--- src/core_settings.svh ---
`ifndef CORE_SETTINGS_SVH
`define CORE_SETTINGS_SVH

// Datapath and memory widths
`define CORE_DATA_W      32
`define CORE_PMEM_AW     8
`define CORE_DMEM_AW     8
`define CORE_REG_AW      4
`define CORE_REG_N       (1 << `CORE_REG_AW)
`define CORE_INSTR_W     40

// Instruction word fields, bit 28 is spare
`define CORE_HDR_HI      39
`define CORE_HDR_LO      37
`define CORE_COND_HI     36
`define CORE_COND_LO     34
`define CORE_ALU_HI      33
`define CORE_ALU_LO      31
`define CORE_IMM_SEL_BIT 30
`define CORE_FLAG_WE_BIT 29
`define CORE_RD_HI       27
`define CORE_RD_LO       24
`define CORE_RS0_HI      23
`define CORE_RS0_LO      20
`define CORE_RS1_HI      19
`define CORE_RS1_LO      16
`define CORE_IMM_HI      15
`define CORE_IMM_LO      0
`define CORE_IMM_W       (`CORE_IMM_HI - `CORE_IMM_LO + 1)

`endif
--- src/core_pkg.sv ---
`include "core_settings.svh"

package core_pkg;

   typedef logic [`CORE_DATA_W-1:0]  data_t;
   typedef logic [`CORE_PMEM_AW-1:0] pmem_addr_t;
   typedef logic [`CORE_DMEM_AW-1:0] dmem_addr_t;
   typedef logic [`CORE_REG_AW-1:0]  reg_addr_t;
   typedef logic [`CORE_INSTR_W-1:0] instr_t;
   typedef logic [`CORE_IMM_W-1:0]   imm_t;

   // Instruction type, codes 5 to 7 behave as NOP
   typedef enum logic [2:0] {
      HDR_NOP    = 3'd0,
      HDR_REG_WR = 3'd1,  // rd <= ALU result
      HDR_REG_LD = 3'd2,  // rd <= dmem[rs0 + imm]
      HDR_MEM_WR = 3'd3,  // dmem[rs0 + imm] <= rs1
      HDR_BRANCH = 3'd4   // pc <= imm
   } header_e;

   typedef enum logic [2:0] {
      COND_ALWAYS = 3'd0,
      COND_Z      = 3'd1,
      COND_S      = 3'd2,
      COND_NZ     = 3'd3,
      COND_NS     = 3'd4,
      COND_FLAG   = 3'd5,  // External flag high
      COND_NFLAG  = 3'd6,  // External flag low
      COND_NEVER  = 3'd7
   } cond_e;

   typedef enum logic [2:0] {
      ALU_ADD, ALU_SUB, ALU_AND, ALU_OR, ALU_XOR, ALU_SHL, ALU_SHR, ALU_PASS
   } alu_op_e;

endpackage

--- src/core_top.sv ---
`timescale 1ns/1ps

module core_top import core_pkg::*; (
   input  logic       clk_i,
   input  logic       rst_ni,
   input  logic       restart_i,
   input  logic       en_i,
   input  logic       flag_i,
   output pmem_addr_t pmem_addr_o,
   output logic       pmem_en_o,
   input  instr_t     pmem_dt_i,
   output logic       dmem_we_o,
   output dmem_addr_t dmem_addr_o,
   output data_t      dmem_w_dt_o,
   input  data_t      dmem_r_dt_i
);

   // Fetch and decode
   instr_t     instr;
   logic       stall, branch;
   pmem_addr_t target;
   reg_addr_t  rs0, rs1;
   data_t      rs0_dt, rs1_dt;

   // Decode to execute
   data_t      op_a, op_b, st_dt;
   alu_op_e    alu_op;
   reg_addr_t  rd;
   logic       rd_we, load, store, flag_we;

   // Execute feedback and write-back
   reg_addr_t  x1_rd;
   logic       x1_rd_we, x1_flag_we;
   logic       flag_z, flag_s;
   logic       wb_we, wb_load;
   reg_addr_t  wb_rd;
   data_t      wb_alu_dt;

   core_fetch u_fetch (
      .clk_i       (clk_i),
      .rst_ni      (rst_ni),
      .restart_i   (restart_i),
      .run_i       (en_i),
      .stall_i     (stall),
      .branch_i    (branch),
      .target_i    (target),
      .pmem_dt_i   (pmem_dt_i),
      .pmem_addr_o (pmem_addr_o),
      .pmem_en_o   (pmem_en_o),
      .instr_o     (instr)
   );

   core_decode u_decode (
      .instr_i      (instr),
      .rs0_dt_i     (rs0_dt),
      .rs1_dt_i     (rs1_dt),
      .x1_rd_i      (x1_rd),
      .x1_rd_we_i   (x1_rd_we),
      .x1_flag_we_i (x1_flag_we),
      .flag_z_i     (flag_z),
      .flag_s_i     (flag_s),
      .flag_i       (flag_i),
      .rs0_o        (rs0),
      .rs1_o        (rs1),
      .stall_o      (stall),
      .branch_o     (branch),
      .target_o     (target),
      .op_a_o       (op_a),
      .op_b_o       (op_b),
      .st_dt_o      (st_dt),
      .alu_op_o     (alu_op),
      .rd_o         (rd),
      .rd_we_o      (rd_we),
      .load_o       (load),
      .store_o      (store),
      .flag_we_o    (flag_we)
   );

   core_execute u_execute (
      .clk_i        (clk_i),
      .rst_ni       (rst_ni),
      .restart_i    (restart_i),
      .run_i        (en_i),
      .op_a_i       (op_a),
      .op_b_i       (op_b),
      .st_dt_i      (st_dt),
      .alu_op_i     (alu_op),
      .rd_i         (rd),
      .rd_we_i      (rd_we),
      .load_i       (load),
      .store_i      (store),
      .flag_we_i    (flag_we),
      .x1_rd_o      (x1_rd),
      .x1_rd_we_o   (x1_rd_we),
      .x1_flag_we_o (x1_flag_we),
      .flag_z_o     (flag_z),
      .flag_s_o     (flag_s),
      .dmem_we_o    (dmem_we_o),
      .dmem_addr_o  (dmem_addr_o),
      .dmem_w_dt_o  (dmem_w_dt_o),
      .wb_we_o      (wb_we),
      .wb_rd_o      (wb_rd),
      .wb_load_o    (wb_load),
      .wb_alu_dt_o  (wb_alu_dt)
   );

   core_reg_bank u_reg_bank (
      .clk_i       (clk_i),
      .rst_ni      (rst_ni),
      .restart_i   (restart_i),
      .rs0_i       (rs0),
      .rs1_i       (rs1),
      .wb_we_i     (wb_we),
      .wb_rd_i     (wb_rd),
      .wb_load_i   (wb_load),
      .wb_alu_dt_i (wb_alu_dt),
      .dmem_r_dt_i (dmem_r_dt_i),
      .rs0_dt_o    (rs0_dt),
      .rs1_dt_o    (rs1_dt)
   );

endmodule

--- src/core_execute.sv ---
`timescale 1ns/1ps

module core_execute import core_pkg::*; (
   input  logic       clk_i,
   input  logic       rst_ni,
   input  logic       restart_i,
   input  logic       run_i,
   input  data_t      op_a_i,
   input  data_t      op_b_i,
   input  data_t      st_dt_i,
   input  alu_op_e    alu_op_i,
   input  reg_addr_t  rd_i,
   input  logic       rd_we_i,
   input  logic       load_i,
   input  logic       store_i,
   input  logic       flag_we_i,
   output reg_addr_t  x1_rd_o,
   output logic       x1_rd_we_o,
   output logic       x1_flag_we_o,
   output logic       flag_z_o,
   output logic       flag_s_o,
   output logic       dmem_we_o,
   output dmem_addr_t dmem_addr_o,
   output data_t      dmem_w_dt_o,
   output logic       wb_we_o,
   output reg_addr_t  wb_rd_o,
   output logic       wb_load_o,
   output data_t      wb_alu_dt_o
);

   data_t      x1_op_a, x1_op_b, x1_st_dt;
   alu_op_e    x1_alu_op;
   reg_addr_t  x1_rd;
   logic       x1_rd_we, x1_load, x1_store, x1_flag_we;
   data_t      alu_res;
   data_t      addr_sum;
   dmem_addr_t mem_addr;
   logic       wb_we, wb_load;
   reg_addr_t  wb_rd;
   data_t      wb_alu_dt;
   dmem_addr_t wb_addr;
   logic       flag_z, flag_s;

   //////////////////////////////////////////////////////////////////////
   // Stage registers

   always_ff @(posedge clk_i) begin
      if (!rst_ni || restart_i) begin
         x1_rd_we   <= 1'b0;
         x1_load    <= 1'b0;
         x1_store   <= 1'b0;
         x1_flag_we <= 1'b0;
         wb_we      <= 1'b0;
         wb_load    <= 1'b0;
         flag_z     <= 1'b0;
         flag_s     <= 1'b0;
      end else if (run_i) begin
         x1_rd_we   <= rd_we_i;
         x1_load    <= load_i;
         x1_store   <= store_i;
         x1_flag_we <= flag_we_i;
         wb_we      <= x1_rd_we;
         wb_load    <= x1_load;
         if (x1_flag_we) begin
            flag_z <= (alu_res == '0);
            flag_s <= alu_res[$bits(data_t)-1];
         end
      end
   end

   always_ff @(posedge clk_i) begin
      if (run_i) begin
         x1_op_a   <= op_a_i;
         x1_op_b   <= op_b_i;
         x1_st_dt  <= st_dt_i;
         x1_alu_op <= alu_op_i;
         x1_rd     <= rd_i;
         wb_rd     <= x1_rd;
         wb_alu_dt <= alu_res;
         wb_addr   <= mem_addr;
      end
   end

   //////////////////////////////////////////////////////////////////////
   // ALU and memory address

   always_comb begin
      unique case (x1_alu_op)
         ALU_ADD:  alu_res = x1_op_a + x1_op_b;
         ALU_SUB:  alu_res = x1_op_a - x1_op_b;
         ALU_AND:  alu_res = x1_op_a & x1_op_b;
         ALU_OR:   alu_res = x1_op_a | x1_op_b;
         ALU_XOR:  alu_res = x1_op_a ^ x1_op_b;
         ALU_SHL:  alu_res = x1_op_a << x1_op_b[4:0];
         ALU_SHR:  alu_res = x1_op_a >> x1_op_b[4:0];
         ALU_PASS: alu_res = x1_op_b;
      endcase
   end

   assign addr_sum = x1_op_a + x1_op_b;   // Operand B holds the immediate here
   assign mem_addr = addr_sum[$bits(dmem_addr_t)-1:0];

   // Halted, memory keeps reading the load address of the write-back slot
   assign dmem_addr_o = run_i ? mem_addr : wb_addr;
   assign dmem_we_o   = x1_store & run_i;
   assign dmem_w_dt_o = x1_st_dt;

   assign x1_rd_o      = x1_rd;
   assign x1_rd_we_o   = x1_rd_we;
   assign x1_flag_we_o = x1_flag_we;
   assign flag_z_o     = flag_z;
   assign flag_s_o     = flag_s;

   assign wb_we_o     = wb_we & run_i;
   assign wb_rd_o     = wb_rd;
   assign wb_load_o   = wb_load;
   assign wb_alu_dt_o = wb_alu_dt;

   // Decode issues one instruction type per slot
   assert property (@(posedge clk_i) disable iff (!rst_ni) !(x1_load && x1_store));

endmodule

--- src/core_reg_bank.sv ---
`timescale 1ns/1ps
`include "core_settings.svh"

module core_reg_bank import core_pkg::*; (
   input  logic      clk_i,
   input  logic      rst_ni,
   input  logic      restart_i,
   input  reg_addr_t rs0_i,
   input  reg_addr_t rs1_i,
   input  logic      wb_we_i,
   input  reg_addr_t wb_rd_i,
   input  logic      wb_load_i,
   input  data_t     wb_alu_dt_i,
   input  data_t     dmem_r_dt_i,
   output data_t     rs0_dt_o,
   output data_t     rs1_dt_o
);

   data_t regs [`CORE_REG_N];
   data_t w_dt;
   logic  w_en;

   // Register 0 is hardwired, a same-cycle write is passed straight through
   function automatic data_t read_port(reg_addr_t addr);
      if (addr == '0) begin
         return '0;
      end
      if (w_en && (wb_rd_i == addr)) begin
         return w_dt;
      end
      return regs[addr];
   endfunction

   assign w_dt = wb_load_i ? dmem_r_dt_i : wb_alu_dt_i;
   assign w_en = wb_we_i && (wb_rd_i != '0);

   always_ff @(posedge clk_i) begin
      if (!rst_ni || restart_i) begin
         for (int i = 0; i < `CORE_REG_N; i++) begin
            regs[i] <= '0;
         end
      end else if (w_en) begin
         regs[wb_rd_i] <= w_dt;
      end
   end

   always_comb begin
      rs0_dt_o = read_port(rs0_i);
      rs1_dt_o = read_port(rs1_i);
   end

endmodule

--- src/core_decode.sv ---
`timescale 1ns/1ps
`include "core_settings.svh"

module core_decode import core_pkg::*; (
   input  instr_t     instr_i,
   input  data_t      rs0_dt_i,
   input  data_t      rs1_dt_i,
   input  reg_addr_t  x1_rd_i,
   input  logic       x1_rd_we_i,
   input  logic       x1_flag_we_i,
   input  logic       flag_z_i,
   input  logic       flag_s_i,
   input  logic       flag_i,
   output reg_addr_t  rs0_o,
   output reg_addr_t  rs1_o,
   output logic       stall_o,
   output logic       branch_o,
   output pmem_addr_t target_o,
   output data_t      op_a_o,
   output data_t      op_b_o,
   output data_t      st_dt_o,
   output alu_op_e    alu_op_o,
   output reg_addr_t  rd_o,
   output logic       rd_we_o,
   output logic       load_o,
   output logic       store_o,
   output logic       flag_we_o
);

   header_e header;
   cond_e   cond;
   logic    imm_sel;
   logic    flag_wr;
   imm_t    imm;
   data_t   imm_ext;
   logic    type_wr, type_ld, type_st, type_br;
   logic    rs0_used, rs1_used;
   logic    reg_hazard, flag_hazard;
   logic    cond_ok, exec_ok;

   //////////////////////////////////////////////////////////////////////
   // Field split

   assign header   = header_e'(instr_i[`CORE_HDR_HI:`CORE_HDR_LO]);
   assign cond     = cond_e'(instr_i[`CORE_COND_HI:`CORE_COND_LO]);
   assign alu_op_o = alu_op_e'(instr_i[`CORE_ALU_HI:`CORE_ALU_LO]);
   assign imm_sel  = instr_i[`CORE_IMM_SEL_BIT];
   assign flag_wr  = instr_i[`CORE_FLAG_WE_BIT];
   assign rd_o     = instr_i[`CORE_RD_HI:`CORE_RD_LO];
   assign rs0_o    = instr_i[`CORE_RS0_HI:`CORE_RS0_LO];
   assign rs1_o    = instr_i[`CORE_RS1_HI:`CORE_RS1_LO];
   assign imm      = instr_i[`CORE_IMM_HI:`CORE_IMM_LO];
   assign imm_ext  = {{(`CORE_DATA_W - `CORE_IMM_W){imm[`CORE_IMM_W-1]}}, imm};
   assign target_o = imm[`CORE_PMEM_AW-1:0];

   // Loads and stores always take the immediate as address offset
   assign op_a_o  = rs0_dt_i;
   assign op_b_o  = (imm_sel || type_ld || type_st) ? imm_ext : rs1_dt_i;
   assign st_dt_o = rs1_dt_i;

   //////////////////////////////////////////////////////////////////////
   // Condition, hazard and strobes

   always_comb begin
      type_wr = (header == HDR_REG_WR);
      type_ld = (header == HDR_REG_LD);
      type_st = (header == HDR_MEM_WR);
      type_br = (header == HDR_BRANCH);

      unique case (cond)
         COND_ALWAYS: cond_ok = 1'b1;
         COND_Z:      cond_ok = flag_z_i;
         COND_S:      cond_ok = flag_s_i;
         COND_NZ:     cond_ok = ~flag_z_i;
         COND_NS:     cond_ok = ~flag_s_i;
         COND_FLAG:   cond_ok = flag_i;
         COND_NFLAG:  cond_ok = ~flag_i;
         COND_NEVER:  cond_ok = 1'b0;
      endcase

      rs0_used = type_wr | type_ld | type_st;
      rs1_used = (type_wr & ~imm_sel) | type_st;

      // Result in execute is one cycle from the bank write-through
      reg_hazard = x1_rd_we_i && (x1_rd_i != '0)
                   && ((rs0_used && (rs0_o == x1_rd_i)) || (rs1_used && (rs1_o == x1_rd_i)));
      flag_hazard = x1_flag_we_i && (type_wr || type_ld || type_st || type_br)
                    && (cond inside {COND_Z, COND_S, COND_NZ, COND_NS});
      stall_o = reg_hazard | flag_hazard;

      exec_ok   = cond_ok & ~stall_o;   // Stalled slot leaves as a bubble
      rd_we_o   = exec_ok & (type_wr | type_ld);
      load_o    = exec_ok & type_ld;
      store_o   = exec_ok & type_st;
      flag_we_o = exec_ok & type_wr & flag_wr;  // Only ALU writes set flags
      branch_o  = exec_ok & type_br;

      // Fetch would load a target whose condition was not yet valid
      assert (!(branch_o && x1_flag_we_i
                && (cond inside {COND_Z, COND_S, COND_NZ, COND_NS})));
   end

endmodule

--- src/core_fetch.sv ---
`timescale 1ns/1ps

module core_fetch import core_pkg::*; (
   input  logic       clk_i,
   input  logic       rst_ni,
   input  logic       restart_i,
   input  logic       run_i,
   input  logic       stall_i,
   input  logic       branch_i,
   input  pmem_addr_t target_i,
   input  instr_t     pmem_dt_i,
   output pmem_addr_t pmem_addr_o,
   output logic       pmem_en_o,
   output instr_t     instr_o
);

   pmem_addr_t pc;
   instr_t     instr;
   logic       flush;     // Drop the next captured slot
   logic       fetch_en;

   assign fetch_en = run_i & ~stall_i;

   //////////////////////////////////////////////////////////////////////
   // Program counter and instruction register

   // A stale memory word follows reset, so the first slot is dropped too
   always_ff @(posedge clk_i) begin
      if (!rst_ni || restart_i) begin
         pc    <= '0;
         instr <= '0;
         flush <= 1'b1;
      end else if (fetch_en) begin
         if (branch_i) begin
            pc <= target_i;
         end else begin
            pc <= pc + 1'b1;
         end
         if (flush || branch_i) begin
            instr <= '0;         // NOP into decode
         end else begin
            instr <= pmem_dt_i;
         end
         flush <= branch_i;      // Word already in flight behind the branch
      end
   end

   assign pmem_addr_o = pc;
   assign pmem_en_o   = fetch_en;   // Memory holds its output while low
   assign instr_o     = instr;

   // With the read strobe low the memory output is reused, so the address must not move
   assert property (@(posedge clk_i) disable iff (!rst_ni)
      (!pmem_en_o && !branch_i && !restart_i) |=> $stable(pmem_addr_o));

endmodule

--- config.mk ---
export PLATFORM = sky130hd
export DESIGN_NAME = core_top
export DESIGN_NICKNAME = d
export VERILOG_FILES = /design/src/core_pkg.sv /design/src/core_top.sv /design/src/core_execute.sv /design/src/core_reg_bank.sv /design/src/core_decode.sv /design/src/core_fetch.sv
export VERILOG_INCLUDE_DIRS = /design/src /design/src/src
export SDC_FILE = /design/constraint.sdc
export NUM_CORES = 2
export LEC_CHECK = 0
export BUFFER_PORTS_ARGS = -buffer_cell sky130_fd_sc_hd__buf_2
export CAP_MARGIN = 20
export CORE_ASPECT_RATIO = 1.1
export CORE_MARGIN = 8
export CORE_UTILIZATION = 35
export DETAILED_ROUTE_END_ITERATION = 8
export PLACE_DENSITY = 0.46
export SKIP_CTS_REPAIR_TIMING = 1
export SLEW_MARGIN = 10
export SYNTH_ARGS = -nofsm -noshare
export SYNTH_HDL_FRONTEND = slang
export SYNTH_HIERARCHICAL = 1
export SYNTH_SLANG_ARGS = --single-unit
export TNS_END_PERCENT = 1
--- constraint.sdc ---
create_clock -name clk_i -period 12.1 [get_ports clk_i]
set_clock_uncertainty 0.1 [all_clocks]
set_input_delay 1.815 -clock clk_i [delete_from_list [all_inputs] [get_ports clk_i]]
set_output_delay 1.815 -clock clk_i [all_outputs]
set_load 0.05 [all_outputs]
==> out/qor.yml <==
sta:
  relSlewSlack_pct: 25.5
  tns_ns: 0
  fmax_ghz: 0.165
  slew_violations: 0
  period_share_pct: 50.0
  tightest_slew_ns: 1.11
  worst_slack_ns: 6.06
  final_hold_viol_count: 0
  grt_setup_unrepaired: "false"
  finalSetupViolCount: 0
  min_period_ns: 6.04
  whs_ns: 0.331
pwr:
  ir_drop_mv: 0.0844
  seq_power_share_pct: 46.3
  swShare_pct: 27.6
  p_leak_nw: 17.4
  power_w: 0.00624
  p_int_w: 0.00452
  power.density_mw_per_mm2: 129
  netSwitchingPower_w: 0.00172
  comb_power_share_pct: 13.4
  clkPwrFrac_pct: 40.3
critical_path:
  cpPeakStageDelay_ns: 0.62
  critPathTopFamily: "buffers and inverters"
  critical_path_buf_inv_count: 3
  critPathKind: "register to output pin"
  required_ns: 10.18
  cp_cell_sequence: "buf_4, inv_2, ha_1, o211ai_1, a21oi_1, nor2_1, xnor2_1, mux2_2, buf_2"
  critPathMaxFanout: 59
  start_kind: "register"
  arrival_ns: 4.13
  setup.worst_path.end_class: "output pin"
  cpMaxStageDelayCell: "ha_1"
detailed_routing:
  drt-total-wl_mm: 177
  antenna_left: 0
  drcViolationCount: 0
  routed_via_density: 6.10
  first_pass_iters: 6
  drt_iter0_markers: 3744
  vias: 33000
  wl_per_cell_um: 32.7
clocking:
  cts.sinks: 715
  cts_max_level: 3
  clock_path_buffers: 3
  cts_tree: "yes"
  insertion_delay_ns: 0.69
  path_clk_slew_ns: 0.06
  cts_root_buf: "clkbuf_16"
  numCtsBuffers: 82
layout:
  final_nets: 3862
  syn2layout_area_growth_pct: 9.92
  drive_gt1_share_pct: 21.5
  stdcell_count: 5405
  multiInputGateArea_mm2: 0.0208
  seq_area_mm2: 0.0209
  fillCellCount: 11900
  n_antenna_cell: 0
global_route:
  track_usage_pct: 24.9
  gr-total-overflow: 0
  antenna_found_initial: 2
  grt_first_pass_wirelength_mm: 250
  grt_max_degree: 73
  first_global_vias: 32400
job:
  drv_cap: 0
placed_design:
  dpl_worst_slack_ns: 6.08
  port_buffers: 125
  place.gp.congestion: 0.989
  dp_cells: 5258
  hpwl_mm: 114
synthesis:
  synth_warnings: 6
  synth.avg_cell_area_um2: 11.7
  synthesis.area_mm2: 0.0439
  postSynthCellCount: 3737
die:
  die_area_mm2: 0.137
  die_h_um: 387
  start_util_pct: 35.2
  dieWidth_um: 354
  coreArea_mm2: 0.125
  rows: 136
  ioPinCount: 127
status:
  status: "completed"
hold_path:
  hp-class: "register to register"
[per-layer routing]
layer / global-route usage (%) / routed length (um) / vias to the layer above
met2: 41.9 / 85800 / 1566
met3: 4.08 / 12500 / 365
met4: 10.4 / 8240 / 2
li1: - / - / 14000
met1: 31.9 / 70400 / 17000
met5: 0 / 13 / -
[registers in the layout (all words and copies together), names as in the netlist, 3 cells and up]
signal,flops
u_execute/wb_rd_o,4
u_execute/x1_alu_op,3
u_fetch/instr_o,39
u_execute/wb_addr,8
u_execute/x1_rd_o,4
u_execute/dmem_w_dt_o,32
u_reg_bank/regs,512
u_execute/x1_op_b,32
u_execute/wb_alu_dt_o,32
u_fetch/pmem_addr_o,8
u_execute/x1_op_a,32
[per-stage QoR]
| step | area, um^2 | utilization (%) |
|---|---|---|
| floorplan | 44000 | - |
| global placement | 45600 | 36.6 |
| detailed placement | 45600 | 36.6 |
| CTS | 48200 | 38.7 |
| global route | 48200 | 38.7 |
| finish | 48200 | 38.7 |
[power groups by stage]
| stage | Sequential, W | Clock (W) | Combinational [W] |
|---|---|---|---|
| 2_1_floorplan | 0.00291 | 0 | 0.000506 |
| 3_3_place_gp | 0.00294 | 0 | 0.000825 |
| 3_5_place_dp | 0.00294 | 0 | 0.000821 |
| 4_1_cts | 0.00289 | 0.00257 | 0.000824 |
| 5_1_grt | 0.00290 | 0.00265 | 0.000877 |
| 6_report | 0.00289 | 0.00252 | 0.000836 |
[cell usage in the layout (no fill, tap or decap), types with 23 or more instances in the layout]
cell type and n:
nand2_1 169, o22ai_1 43, inv_1 104, nand2_2 25
xnor2_1 28, a211oi_1 67, o211ai_1 33, dfxtp_1 57
conb_1 32, nand3_1 30, buf_2 124, buf_4 116
and2_1 43, nor3_1 46, o32ai_2 29, o2bb2ai_1 32
a22oi_1 130, clkbuf_16 85, mux2i_1 107, a21oi_1 112
o21ai_0 89, nor2b_1 46, a21o_1 36, edfxtp_1 651
clkbuf_1 23, nor2_1 661, mux4_2 278, ha_1 97
mux2_2 50
[worst reg2reg max path, delay by kind of cell (launching register included)]
family                     cells  cell delay, ns
AOI/OAI and AO/OA              4            1.52
xor gates and xnor gates       1            0.28
adders and majority gates      1            0.67
buffers and inverters          2            0.94
DFF                            1            0.32
muxes                          1            0.21
and+or+nand+nor                6            1.93
[final cells by class]
class	count	area share, %
timing repair buffer	241	3.12
sequential	715	43.2
clock buffer	108	4.59
tap	1656	4.29
multi-input combinational	2537	43.1
inverter	109	0.848
clock inverter	39	0.864
[worst paths after layout]
kind / start / to / slack, ns / depth (start not counted)
worst min register to register: u_fetch/instr_o[26]$_SDFFE_PP0P_ / u_execute/x1_rd_o[2]$_DFFE_PP_ / 0.33 / 0
worst min-delay path: u_fetch/instr_o[26]$_SDFFE_PP0P_ / u_execute/x1_rd_o[2]$_DFFE_PP_ / 0.33 / 0
worst max register to register: u_execute/x1_op_b[2]$_DFFE_PP_ / u_execute/flag_z_o$_SDFFE_PP0P_ / 6.08 / 15
worst max-delay path: u_execute/x1_op_b[3]$_DFFE_PP_ / dmem_addr_o[6] / 6.06 / 9
Note: power is estimated with default switching activity, not from simulation.
